`config.mk`:
```
export PLATFORM = sky130hd
export DESIGN_NAME = dino_game
export DESIGN_NICKNAME = d
export VERILOG_FILES = /design/src/dino_game_pkg.sv /design/src/cactus_mover.sv /design/src/collision_detector.sv /design/src/dino_game.sv /design/src/dino_jump.sv /design/src/frame_timer.sv /design/src/game_fsm.sv /design/src/score_keeper.sv
export VERILOG_INCLUDE_DIRS = /design/src /design/src/include
export SDC_FILE = /design/constraint.sdc
export NUM_CORES = 1
export LEC_CHECK = 0
export BUFFER_PORTS_ARGS = -buffer_cell sky130_fd_sc_hd__buf_2
export CORE_MARGIN = 1.5
export CORE_UTILIZATION = 60
export DETAILED_ROUTE_END_ITERATION = 12
export HOLD_SLACK_MARGIN = 0.1
export PLACE_DENSITY = 0.82
export SYNTH_ARGS = -nofsm -noshare
export SYNTH_HDL_FRONTEND = slang
export SYNTH_SLANG_ARGS = --single-unit
```
`constraint.sdc`:
```
create_clock -name clk -period 3.97 [get_ports clk]
set_input_delay 0.397 -clock clk [delete_from_list [all_inputs] [get_ports clk]]
set_output_delay 0.397 -clock clk [all_outputs]
set_load 0.02 [all_outputs]
```
`src/include/dino_game_params.svh`:
```
`ifndef DINO_GAME_PARAMS_SVH
`define DINO_GAME_PARAMS_SVH

// ##############################
// widths
// ##############################
`define X_W          9     // horizontal position
`define Y_W          8     // height above ground

// ##############################
// timing
// ##############################
`define FRAME_CYCLES 16    // clocks per game tick

// ##############################
// geometry, in pixels
// ##############################
`define START_X      300   // cactus spawn point
`define DINO_X       40    // dino left edge
`define DINO_W       20
`define CACTUS_W     20
`define CACTUS_H     30

// ##############################
// motion and scoring
// ##############################
`define SPEED        10    // cactus pixels per tick
`define JUMP_V       20    // launch velocity
`define GRAVITY      2     // velocity lost per tick
`define WIN_SCORE    5     // cleared cacti to win

`endif

```
`src/dino_game_pkg.sv`:
```
`default_nettype none

package dino_game_pkg;

    // ##############################
    // game controller state
    // ##############################
    typedef enum logic [1:0] {
        idle = 2'd0,  // waiting for the first press
        run  = 2'd1,  // objects move on every tick
        over = 2'd2,  // dino hit a cactus
        win  = 2'd3   // enough cacti cleared
    } game_state_t;

endpackage

`default_nettype wire

```
`src/cactus_mover.sv`:
```
`timescale 1ns/10ps
`default_nettype none

`include "dino_game_params.svh"

module cactus_mover (
    input  logic                       clk,
    input  logic                       rst,
    input  dino_game_pkg::game_state_t state,
    input  logic                       tick,
    output logic [`X_W-1:0]            cactus_x,
    output logic                       cleared
);

    localparam logic [`X_W-1:0] start_x = `X_W'(`START_X);
    localparam logic [`X_W-1:0] speed   = `X_W'(`SPEED);

    always_ff @(posedge clk, negedge rst) begin
        if (!rst) begin
            cactus_x <= start_x;
            cleared  <= 1'b0;
        end else begin
            cleared <= 1'b0;           // pulse by default low
            if (state == dino_game_pkg::idle) begin
                cactus_x <= start_x;
            end else if (state == dino_game_pkg::run && tick) begin
                if (cactus_x < speed) begin
                    cactus_x <= start_x;   // off screen so back to spawn
                    cleared  <= 1'b1;
                end else begin
                    cactus_x <= cactus_x - speed;
                end
            end
        end
    end

endmodule

`default_nettype wire

```
`src/collision_detector.sv`:
```
`timescale 1ns/10ps
`default_nettype none

`include "dino_game_params.svh"

module collision_detector (
    input  logic                       clk,
    input  logic                       rst,
    input  dino_game_pkg::game_state_t state,
    input  logic [`Y_W-1:0]            dino_y,
    input  logic [`X_W-1:0]            cactus_x,
    output logic                       hit
);

    localparam int ext_w = `X_W + 1;   // room for right edge

    logic [`X_W:0] cactus_l;
    logic [`X_W:0] cactus_r;
    logic          overlap_x;
    logic          low_enough;

    assign cactus_l   = {1'b0, cactus_x};
    assign cactus_r   = cactus_l + ext_w'(`CACTUS_W);
    assign overlap_x  = (cactus_l < ext_w'(`DINO_X + `DINO_W)) && (cactus_r > ext_w'(`DINO_X));
    assign low_enough = dino_y < `Y_W'(`CACTUS_H);   // dino not above the cactus top

    always_ff @(posedge clk, negedge rst) begin
        if (!rst) begin
            hit <= 1'b0;
        end else begin
            hit <= overlap_x && low_enough && (state == dino_game_pkg::run);
        end
    end

endmodule

`default_nettype wire

```
`src/dino_game.sv`:
```
`timescale 1ns/10ps
`default_nettype none

`include "dino_game_params.svh"

module dino_game (
    input  logic                       clk,
    input  logic                       rst,
    input  logic                       up,
    output dino_game_pkg::game_state_t state,
    output logic [`Y_W-1:0]            dino_y,
    output logic [`X_W-1:0]            cactus_x,
    output logic                       collides,
    output logic [6:0]                 ones_seg,
    output logic [6:0]                 tens_seg
);

    logic tick;                        // frame tick
    logic press;                       // button edge
    logic cleared;                     // cactus wrapped
    logic won;

    // ##############################
    // timing and control
    // ##############################
    frame_timer frame_timer0 (
        .clk  (clk),
        .rst  (rst),
        .tick (tick)
    );

    game_fsm game_fsm0 (
        .clk   (clk),
        .rst   (rst),
        .up    (up),
        .hit   (collides),
        .won   (won),
        .state (state),
        .press (press)
    );

    // ##############################
    // objects and scoring
    // ##############################
    dino_jump dino_jump0 (
        .clk    (clk),
        .rst    (rst),
        .state  (state),
        .press  (press),
        .tick   (tick),
        .dino_y (dino_y)
    );

    cactus_mover cactus_mover0 (
        .clk      (clk),
        .rst      (rst),
        .state    (state),
        .tick     (tick),
        .cactus_x (cactus_x),
        .cleared  (cleared)
    );

    collision_detector collision_detector0 (
        .clk      (clk),
        .rst      (rst),
        .state    (state),
        .dino_y   (dino_y),
        .cactus_x (cactus_x),
        .hit      (collides)
    );

    score_keeper score_keeper0 (
        .clk      (clk),
        .rst      (rst),
        .state    (state),
        .cleared  (cleared),
        .won      (won),
        .ones_seg (ones_seg),
        .tens_seg (tens_seg)
    );

endmodule

`default_nettype wire

```
`src/dino_jump.sv`:
```
`timescale 1ns/10ps
`default_nettype none

`include "dino_game_params.svh"

module dino_jump (
    input  logic                       clk,
    input  logic                       rst,
    input  dino_game_pkg::game_state_t state,
    input  logic                       press,
    input  logic                       tick,
    output logic [`Y_W-1:0]            dino_y
);

    // peak of the arc: sum of the non-negative velocities
    localparam int steps = `JUMP_V / `GRAVITY;
    localparam int apex  = `JUMP_V * (steps + 1) - `GRAVITY * steps * (steps + 1) / 2;

    localparam logic signed [`Y_W:0] jump_v  = `JUMP_V;
    localparam logic signed [`Y_W:0] gravity = `GRAVITY;

    logic signed [`Y_W:0]   v;         // up is positive
    logic signed [`Y_W+1:0] next_y;
    logic                   grounded;

    assign next_y   = $signed({2'b00, dino_y}) + v;
    assign grounded = (dino_y == '0) && (v == '0);

    always_ff @(posedge clk, negedge rst) begin
        if (!rst) begin
            dino_y <= '0;
            v      <= '0;
        end else if (state == dino_game_pkg::idle) begin
            dino_y <= '0;              // back on the ground
            v      <= '0;
        end else if (state == dino_game_pkg::run) begin
            if (tick && !grounded) begin
                if (next_y <= 0) begin
                    dino_y <= '0;      // landing
                    v      <= '0;
                end else begin
                    dino_y <= next_y[`Y_W-1:0];
                    v      <= v - gravity;
                end
            end else if (press && grounded) begin
                v <= jump_v;           // launch, height moves on next tick
            end
        end
    end

    a_below_apex: assert property (@(posedge clk) disable iff (!rst) dino_y <= apex);

endmodule

`default_nettype wire

```
`src/frame_timer.sv`:
```
`timescale 1ns/10ps
`default_nettype none

`include "dino_game_params.svh"

module frame_timer (
    input  logic clk,
    input  logic rst,
    output logic tick
);

    localparam int cnt_w = $clog2(`FRAME_CYCLES);
    localparam logic [cnt_w-1:0] last = cnt_w'(`FRAME_CYCLES - 1);

    logic [cnt_w-1:0] cnt;

    always_ff @(posedge clk, negedge rst) begin
        if (!rst) begin
            cnt <= '0;
        end else if (cnt == last) begin
            cnt <= '0;                 // wrap, start next frame
        end else begin
            cnt <= cnt + 1'b1;
        end
    end

    assign tick = (cnt == last);       // one cycle per frame

    a_tick_single: assert property (@(posedge clk) disable iff (!rst) tick |=> !tick);

endmodule

`default_nettype wire

```
`src/game_fsm.sv`:
```
`timescale 1ns/10ps
`default_nettype none

module game_fsm (
    input  logic                      clk,
    input  logic                      rst,
    input  logic                      up,
    input  logic                      hit,
    input  logic                      won,
    output dino_game_pkg::game_state_t state,
    output logic                      press
);

    logic sync0;
    logic sync1;
    logic prev_btn;
    dino_game_pkg::game_state_t state_next;

    // ##############################
    // button sync and edge detect
    // ##############################
    always_ff @(posedge clk, negedge rst) begin
        if (!rst) begin
            sync0    <= 1'b0;
            sync1    <= 1'b0;
            prev_btn <= 1'b0;
        end else begin
            sync0    <= up;            // async button in
            sync1    <= sync0;
            prev_btn <= sync1;
        end
    end

    assign press = sync1 && !prev_btn; // rising edge only

    // ##############################
    // game controller
    // ##############################
    always_comb begin
        state_next = state;
        unique case (state)
            dino_game_pkg::idle: if (press) state_next = dino_game_pkg::run;
            dino_game_pkg::run: begin
                if (hit) state_next = dino_game_pkg::over;       // hit wins a tie
                else if (won) state_next = dino_game_pkg::win;
            end
            dino_game_pkg::over: if (press) state_next = dino_game_pkg::idle;
            dino_game_pkg::win:  if (press) state_next = dino_game_pkg::idle;
            default: state_next = dino_game_pkg::idle;
        endcase
    end

    always_ff @(posedge clk, negedge rst) begin
        if (!rst) state <= dino_game_pkg::idle;
        else state <= state_next;
    end

    a_no_over_to_win: assert property (@(posedge clk) disable iff (!rst)
        state == dino_game_pkg::over |=> state != dino_game_pkg::win);

endmodule

`default_nettype wire

```
`src/score_keeper.sv`:
```
`timescale 1ns/10ps
`default_nettype none

`include "dino_game_params.svh"

module score_keeper (
    input  logic                       clk,
    input  logic                       rst,
    input  dino_game_pkg::game_state_t state,
    input  logic                       cleared,
    output logic                       won,
    output logic [6:0]                 ones_seg,
    output logic [6:0]                 tens_seg
);

    localparam logic [3:0] win_ones = 4'(`WIN_SCORE % 10);
    localparam logic [3:0] win_tens = 4'(`WIN_SCORE / 10);

    logic [3:0] ones;
    logic [3:0] tens;

    // bit 0 is segment a, active high
    function automatic logic [6:0] seven_seg(input logic [3:0] digit);
        case (digit)
            4'd0:    seven_seg = 7'h3f;
            4'd1:    seven_seg = 7'h06;
            4'd2:    seven_seg = 7'h5b;
            4'd3:    seven_seg = 7'h4f;
            4'd4:    seven_seg = 7'h66;
            4'd5:    seven_seg = 7'h6d;
            4'd6:    seven_seg = 7'h7d;
            4'd7:    seven_seg = 7'h07;
            4'd8:    seven_seg = 7'h7f;
            4'd9:    seven_seg = 7'h6f;
            default: seven_seg = 7'h00;
        endcase
    endfunction

    // ##############################
    // bcd counter
    // ##############################
    always_ff @(posedge clk, negedge rst) begin
        if (!rst) begin
            ones <= '0;
            tens <= '0;
        end else if (state == dino_game_pkg::idle) begin
            ones <= '0;                // new game
            tens <= '0;
        end else if (state == dino_game_pkg::run && cleared) begin
            if (ones == 4'd9) begin
                ones <= '0;
                tens <= (tens == 4'd9) ? 4'd0 : tens + 1'b1;   // carry
            end else begin
                ones <= ones + 1'b1;
            end
        end
    end

    assign won      = (ones == win_ones) && (tens == win_tens);
    assign ones_seg = seven_seg(ones);
    assign tens_seg = seven_seg(tens);

    a_ones_bcd: assert property (@(posedge clk) disable iff (!rst) ones < 4'd10);

endmodule

`default_nettype wire

```
Yosys cells after proc, flatten, opt, wreduce, memory -nomap -nowiden
Memory sizes are Yosys's and may differ from the RTL's.
Index checks and enable logic that the tools add are counted.
Cells by class
  add/subtract/negate cells: 7
  order comparisons: 5
  eq/ne operators: 10
  multiplexer cells: 28
  reduce and logical (&&, ||, !) cells: 27
Operator list (number)
  9-bit two-way mux: 8
  4-bit two-way mux: 8
  8-bit two-way mux: 4
  4-bit by 1-bit adder with 4-bit output, second input constant: 3
  4-bit == test, second input constant: 3
  9-bit by 5-bit adder with 10-bit output, second input constant: 1
  9-bit by 9-bit adder with 10-bit output: 1
  10-bit by 6-bit > comparator with 1-bit output, second input constant: 1
  10-bit by 1-bit less-or-equal comparator with 1-bit output, second input constant: 1
  1-bit logical AND: 10
  2-bit nonzero test: 5
  9-bit zero test: 1
  9-bit by 4-bit less-than comparator with 1-bit output, second input constant: 1
  9-bit by 6-bit less-than comparator with 1-bit output, second input constant: 1
  9-bit by 3-bit subtractor with 9-bit output, second input constant: 1
  9-bit by 4-bit subtractor with 9-bit output, second input constant: 1
  8-bit zero test: 1
  8-bit by 5-bit less-than comparator with 1-bit output, second input constant: 1
  2-bit two-way mux: 4
  2-bit case mux with 3 select lines: 1
  2-bit AND reduction: 3
  2-bit == test, second input constant: 2
  4-bit by 3-bit == test with 1-bit output, second input constant: 1
  4-bit zero test: 1
  other kinds (10): 13
Storage, ports and cells
  register bits: 45
  ROM bits: 224
  bits of input ports: 3
  output and inout port bits: 34
  word-level logic and storage cells: 91
  memories kept: 2
Memory list
  (name not given): words 16, width 7, rd ports 1, clocked after Yosys merged registers in 0, wr ports 0, line score_keeper.sv:24  | case (digit)
  (name not given): words 16, width 7, rd ports 1, clocked after Yosys merged registers in 0, wr ports 0, line score_keeper.sv:24

Logic depth before layout (Yosys ltp)
  depth in word-level cells: 7
  depth in mapped cells: 8
  depth with buffers taken out: 8

By module
From an unflattened synthesis, not the netlist that was laid out.
Unflattened totals
  cells, all modules: 349
  area, all modules: 3264.4 µm²
By module, submodules not included
  dino_jump: times used 1, cells an instance 135, area each 1251.2 µm²
  score_keeper: times used 1, cells an instance 114, area each 967.2 µm²
  cactus_mover: times used 1, cells an instance 59, area each 548.0 µm²
  game_fsm: times used 1, cells an instance 11, area each 178.9 µm²
  frame_timer: times used 1, cells an instance 13, area each 168.9 µm²
  collision_detector: times used 1, cells an instance 17, area each 150.1 µm²

Least setup slack after synthesis
Ideal clock, no wire load.
  path kind: register to register
  from: register dino_jump0.dino_y[4]
  to: register dino_jump0.dino_y[0]
  library setup time: 142 ps
  data arrival time: 2153 ps
  data required time: 3828 ps
  path slack: 1675 ps
  cell stages (with the launch flop): 9
  path buffers: 1
  period minus slack after synthesis: 2295 ps
  path through: dfrtp_1 > ha_1 > a2111oi_4 > o21ai_2 > a311oi_2 > or2_1 > buf_2 > o21bai_1 > a21boi_1
On the way
  word-level cells in the longest chain between the ends: 6
  elaborated cells between the ends (all ways): 12
  classes of those cells: 1 x add/sub; 1 x order compare; 4 x mux; 6 x reduce/logical
Ends and longest elaborated chain
  from (decl): line dino_jump.sv:12  | output logic [`Y_W-1:0] dino_y
  from (signal assigned): line dino_jump.sv:42  | dino_y <= next_y[`Y_W-1:0];
  9-bit by 9-bit adder with 10-bit output / 8-bit zero test (equally long branches): line dino_jump.sv:26, dino_jump.sv:27
  10-bit by 1-bit less-or-equal comparator with 1-bit output / 1-bit logical AND (equally long branches): line dino_jump.sv:38, dino_jump.sv:27
  8-bit two-way mux / 1-bit zero test (equally long branches): line dino_jump.sv:38, dino_jump.sv:37
  8-bit two-way mux / 1-bit logical AND (equally long branches): line dino_jump.sv:37  | if (tick && !grounded) begin
  8-bit two-way mux / 2-bit nonzero test (equally long branches)
  8-bit two-way mux / 2-bit AND reduction (equally long branches)
Parallel ways exist; a longest one is shown, timed or not. The select of a mux whose other input is x is not followed.
A chain may end at the register's enable or synchronous reset.

Final worst setup path
  from: register dino_jump0.v[4]
  to: register dino_jump0.v[7]
On the way
  word-level cells in the longest chain between the ends: 7
  elaborated cells between the ends (all ways): 14
  classes of those cells: 2 x add/sub; 1 x order compare; 4 x mux; 7 x reduce/logical
Ends and longest elaborated chain
  from (decl): line dino_jump.sv:22  | logic signed [`Y_W:0] v;
  from (signal assigned): line dino_jump.sv:43  | v <= v - gravity;
  from (signal assigned): line dino_jump.sv:46  | v <= jump_v;
  branches (longest 7 deep; another with 9-bit by 9-bit adder with 10-bit output)
Parallel ways; which one is timed is not known. The select of a mux whose other input is x is not followed.

==> flow_summary_export.csv <==
group,metric,value,unit
sta,worst_slew_pin_slew,0.958,ns
detailed_routing,ant_nets,0,
detailed_routing,drcViolationCount,0,
status,status,"completed",
clock_tree,cts.sinks,43,
hold_path,worstHoldStart,"up",
yosys,ys_seq_area_share,35.8,%
setup_path,critPathRequiredTime,4.14,ns
finish,n_antenna_cell,0,
clock_tree,cts_max_level,2,
yosys,synth_seq_cells,43,
sta,setup_tns,0,ns
floorplanning,dieArea,5470,um^2
setup_path,max_stage_delay,0.46,ns
setup_path,cp-start-kind,"flop",
detailed_routing,dr.pass1.iters,4,
floorplanning,die_w,74.0,um
power,max-vdd-ir-drop,0.460,mV
floorplanning,core_area,4790,um^2
finish,num-fill-cells,378,
yosys,yosysMostFrequentCell,"nand2_1",
setup_path,cp_slowest_cell,"dfrtp_1",
setup_path,critPathCaptureType,"flop",
yosys,synth_edf_count,0,
hold_path,hp-class,"input port to flop",
yosys,synth_warnings,0,
floorplanning,rows,25,
clock_tree,clk_path_buf_depth,2,
setup_path,startpoint,"dino_jump0.v[4]$_DFFE_PN0P_",
power,p_leak,1.57,nW
detailed_routing,post_drt_wl_per_cell,14.2,um
setup_path,worst_r2r_startpoint,"dino_jump0.v[4]$_DFFE_PN0P_",
clock_tree,post-cts-setup-buffers,0,
yosys,synth_common_cells,"nand2_1 (40), dfrtp_1 (39), ha_1 (30), o21ai_0 (30), inv_1 (26)",
global_route,grt_overflow_total,0,
global_route,grt_usage,25.6,%
detailed_routing,vias_per_cell,5.72,
clock_tree,clkLatencyLatePin,0.30,ns
run,cap_violations,0,
setup_path,crit_arrival,2.65,ns
yosys,synth-simple-area-share,19.7,%
floorplanning,die_h,74.0,um
clock_tree,cts_buffers,5,
global_route,antenna_found_initial,0,
yosys,synth_compound_area_share,21.7,%
yosys,async_flop_share,100,%
sta,period_minus_slack,2.47,ns
yosys,yosys.cell_types.count,61,
yosys,synthCells,342,
sta,period_share,62.2,%
yosys,synth_top_family_by_area,"compound AO/OA/AOI/OAI gates",
sta,finClkSkew,0.00679,ns
placed_design,gp_congestion,0.895,
yosys,synth.area.top_cells,"dfrtp_1 (32%), ha_1 (12%), nand2_1 (5.0%), o21ai_0 (5.0%), dfstp_2 (3.5%)",
clock_tree,ctsHoldBuffers,0,
power,p_per_area,606,nW/um^2
sta,report.final.slew_viol_count,0,
global_route,grt_pass1_wl,10700,um
clock_tree,path_clk_slew,0.09,ns
clock_tree,cts_resized,0,
yosys,synthDominantCellAreaShare,32.3,%
setup_path,crit_chain,"ha_1, a21oi_1, o21ai_0, xnor2_1, nand4b_2, o21ai_0, o311ai_2",
setup_path,crit_top_cell,"o21ai_0",
yosys,synth_nets,375,
placed_design,portBuffers,35,
floorplanning,initial_utilization,63.2,%
sta,hold_violations,0,
clock_tree,cts_tree,"built",
yosys,synth_area_per_cell,8.84,um^2
placed_design,hpwlAfterDp,4610,um
finish,drive_gt1_share,18.1,%
sta,max_freq,0.405,GHz
setup_path,cp_max_fo,8,
sta,holdWs,0.195,ns
yosys,muxShareOfSynthArea,1.12,%
floorplanning,top_level_ports,37,
yosys,netlist_area,3020,um^2
yosys,synth_fa_ha_area_share,12.4,%
yosys,synth_area_leader_cell,"dfrtp_1",
setup_path,critPathKind,"flop to flop",
detailed_routing,vias,2532,
finish,nNetsFinal,408,
detailed_routing,drt_iter0_drc,84,
yosys,synth-xor-area-share,4.06,%
finish,areaGrowthSynthToFinish,10.8,%
sta,setup_viol,0,
detailed_routing,drt-total-wl,6280,um
yosys,synth_ff_type,"dfrtp_1",
sta,max_slew_margin,36.1,%
sta,rsz0062_at_grt,"no",
clock_tree,root_buffer,"clkbuf_8",
global_route,grt_max_degree,44,
global_route,grt_pass1_vias,2330,
-- cells in the final DEF (no fill, tap or decap), types with 4 or more instances in the layout --
cell type / count
nand2_1: 40
or3_1: 5
a21o_1: 5
nor3_1: 10
buf_2: 35
nand3_1: 12
dfrtp_1: 39
xnor2_1: 9
inv_1: 26
nand2b_1: 7
nor2b_1: 5
ha_1: 30
nor2_1: 22
clkbuf_8: 5
o22ai_1: 10
xor2_1: 5
a21oi_1: 15
nor4_1: 5
o21ai_0: 30
dfstp_2: 4
-- metrics by stage --
stage               setup slack [ns]  cell area, um^2  instances  utilization (%)  power, mW
floorplan                       1.68             3020        342                -       1.42
global placement                1.59             3230        435             67.6       1.65
detailed placement              1.52             3230        435             67.6       1.67
CTS                             1.51             3350        443             70.0       2.03
global route                    1.35             3350        443             70.0       2.19
finish                          1.50             3350        443             70.0       2.03
-- routing by layer --
layer	track usage, %	routed length, um	vias to the layer above
met3	5.01	310	8
met1	35.0	2910	1186
met2	39.8	2970	65
met5	0	0	-
li1	-	-	1273
met4	11.1	91	0
-- flip-flops by register name (all words and copies together), names as in the netlist --
register                 cells
cactus_mover0.cactus_x       8
dino_jump0.dino_y            8
dino_jump0.v                 8
frame_timer0.cnt             4
score_keeper0.ones           4
score_keeper0.tens           4
game_fsm0.state              2
cactus_mover0.cleared        1
collision_detector0.hit      1
game_fsm0.prev_btn           1
game_fsm0.sync0              1
game_fsm0.sync1              1
-- worst max-delay path, delay by kind of cell, from the launching register on --
kind	cells	cell delay (ns)
xor+xnor	1	0.26
simple gates	1	0.31
flops	1	0.46
compound gates	4	0.91
fa+ha+maj	1	0.40
-- power by group --
group / internal (mW) / switching [mW] / total (mW)
clock: 0.190 / 0.166 / 0.356
sequential: 0.516 / 0.141 / 0.657
combinational: 0.396 / 0.621 / 1.02
-- kinds of logic (layout without fill, tap and decap cells) --
| kind of cell | Yosys count | in the layout |
|---|---|---|
| AOI/OAI and AO/OA | 95 | 95 |
| xor gates and xnor gates | 14 | 14 |
| adders and majority gates | 30 | 30 |
| buffers and inverters | 36 | 70 |
| DFF | 43 | 43 |
| muxes | 3 | 3 |
| other | 1 | 1 |
| and+or+nand+nor | 120 | 120 |
-- layout make-up --
class | count | area, um^2 | area share, %
well taps | 67 | 83.8 | 2.50
inverters | 26 | 97.6 | 2.91
repair buffers | 36 | 183 | 5.45
clock buffers | 5 | 68.8 | 2.05
multi-input cells | 263 | 1790 | 53.4
flip-flops and latches | 43 | 1080 | 32.3
clock inverters | 3 | 46.3 | 1.38
-- path summary, 6_finish.rpt --
kind,endpoint,slack (ns),depth (start not counted)
setup / recovery,dino_jump0.v[7]$_DFFE_PN0P_,1.50,7
hold / removal,game_fsm0.sync0$_DFF_PN0_,0.19,1
setup reg to reg,dino_jump0.v[7]$_DFFE_PN0P_,1.50,7
hold reg to reg,game_fsm0.sync1$_DFF_PN0_,0.36,0
max in group asynchronous,dino_jump0.dino_y[7]$_DFFE_PN0P_,3.14,1
min in group asynchronous,cactus_mover0.cactus_x[1]$_DFFE_PN0P_,0.24,1
Power figures use the tool's default switching activity.
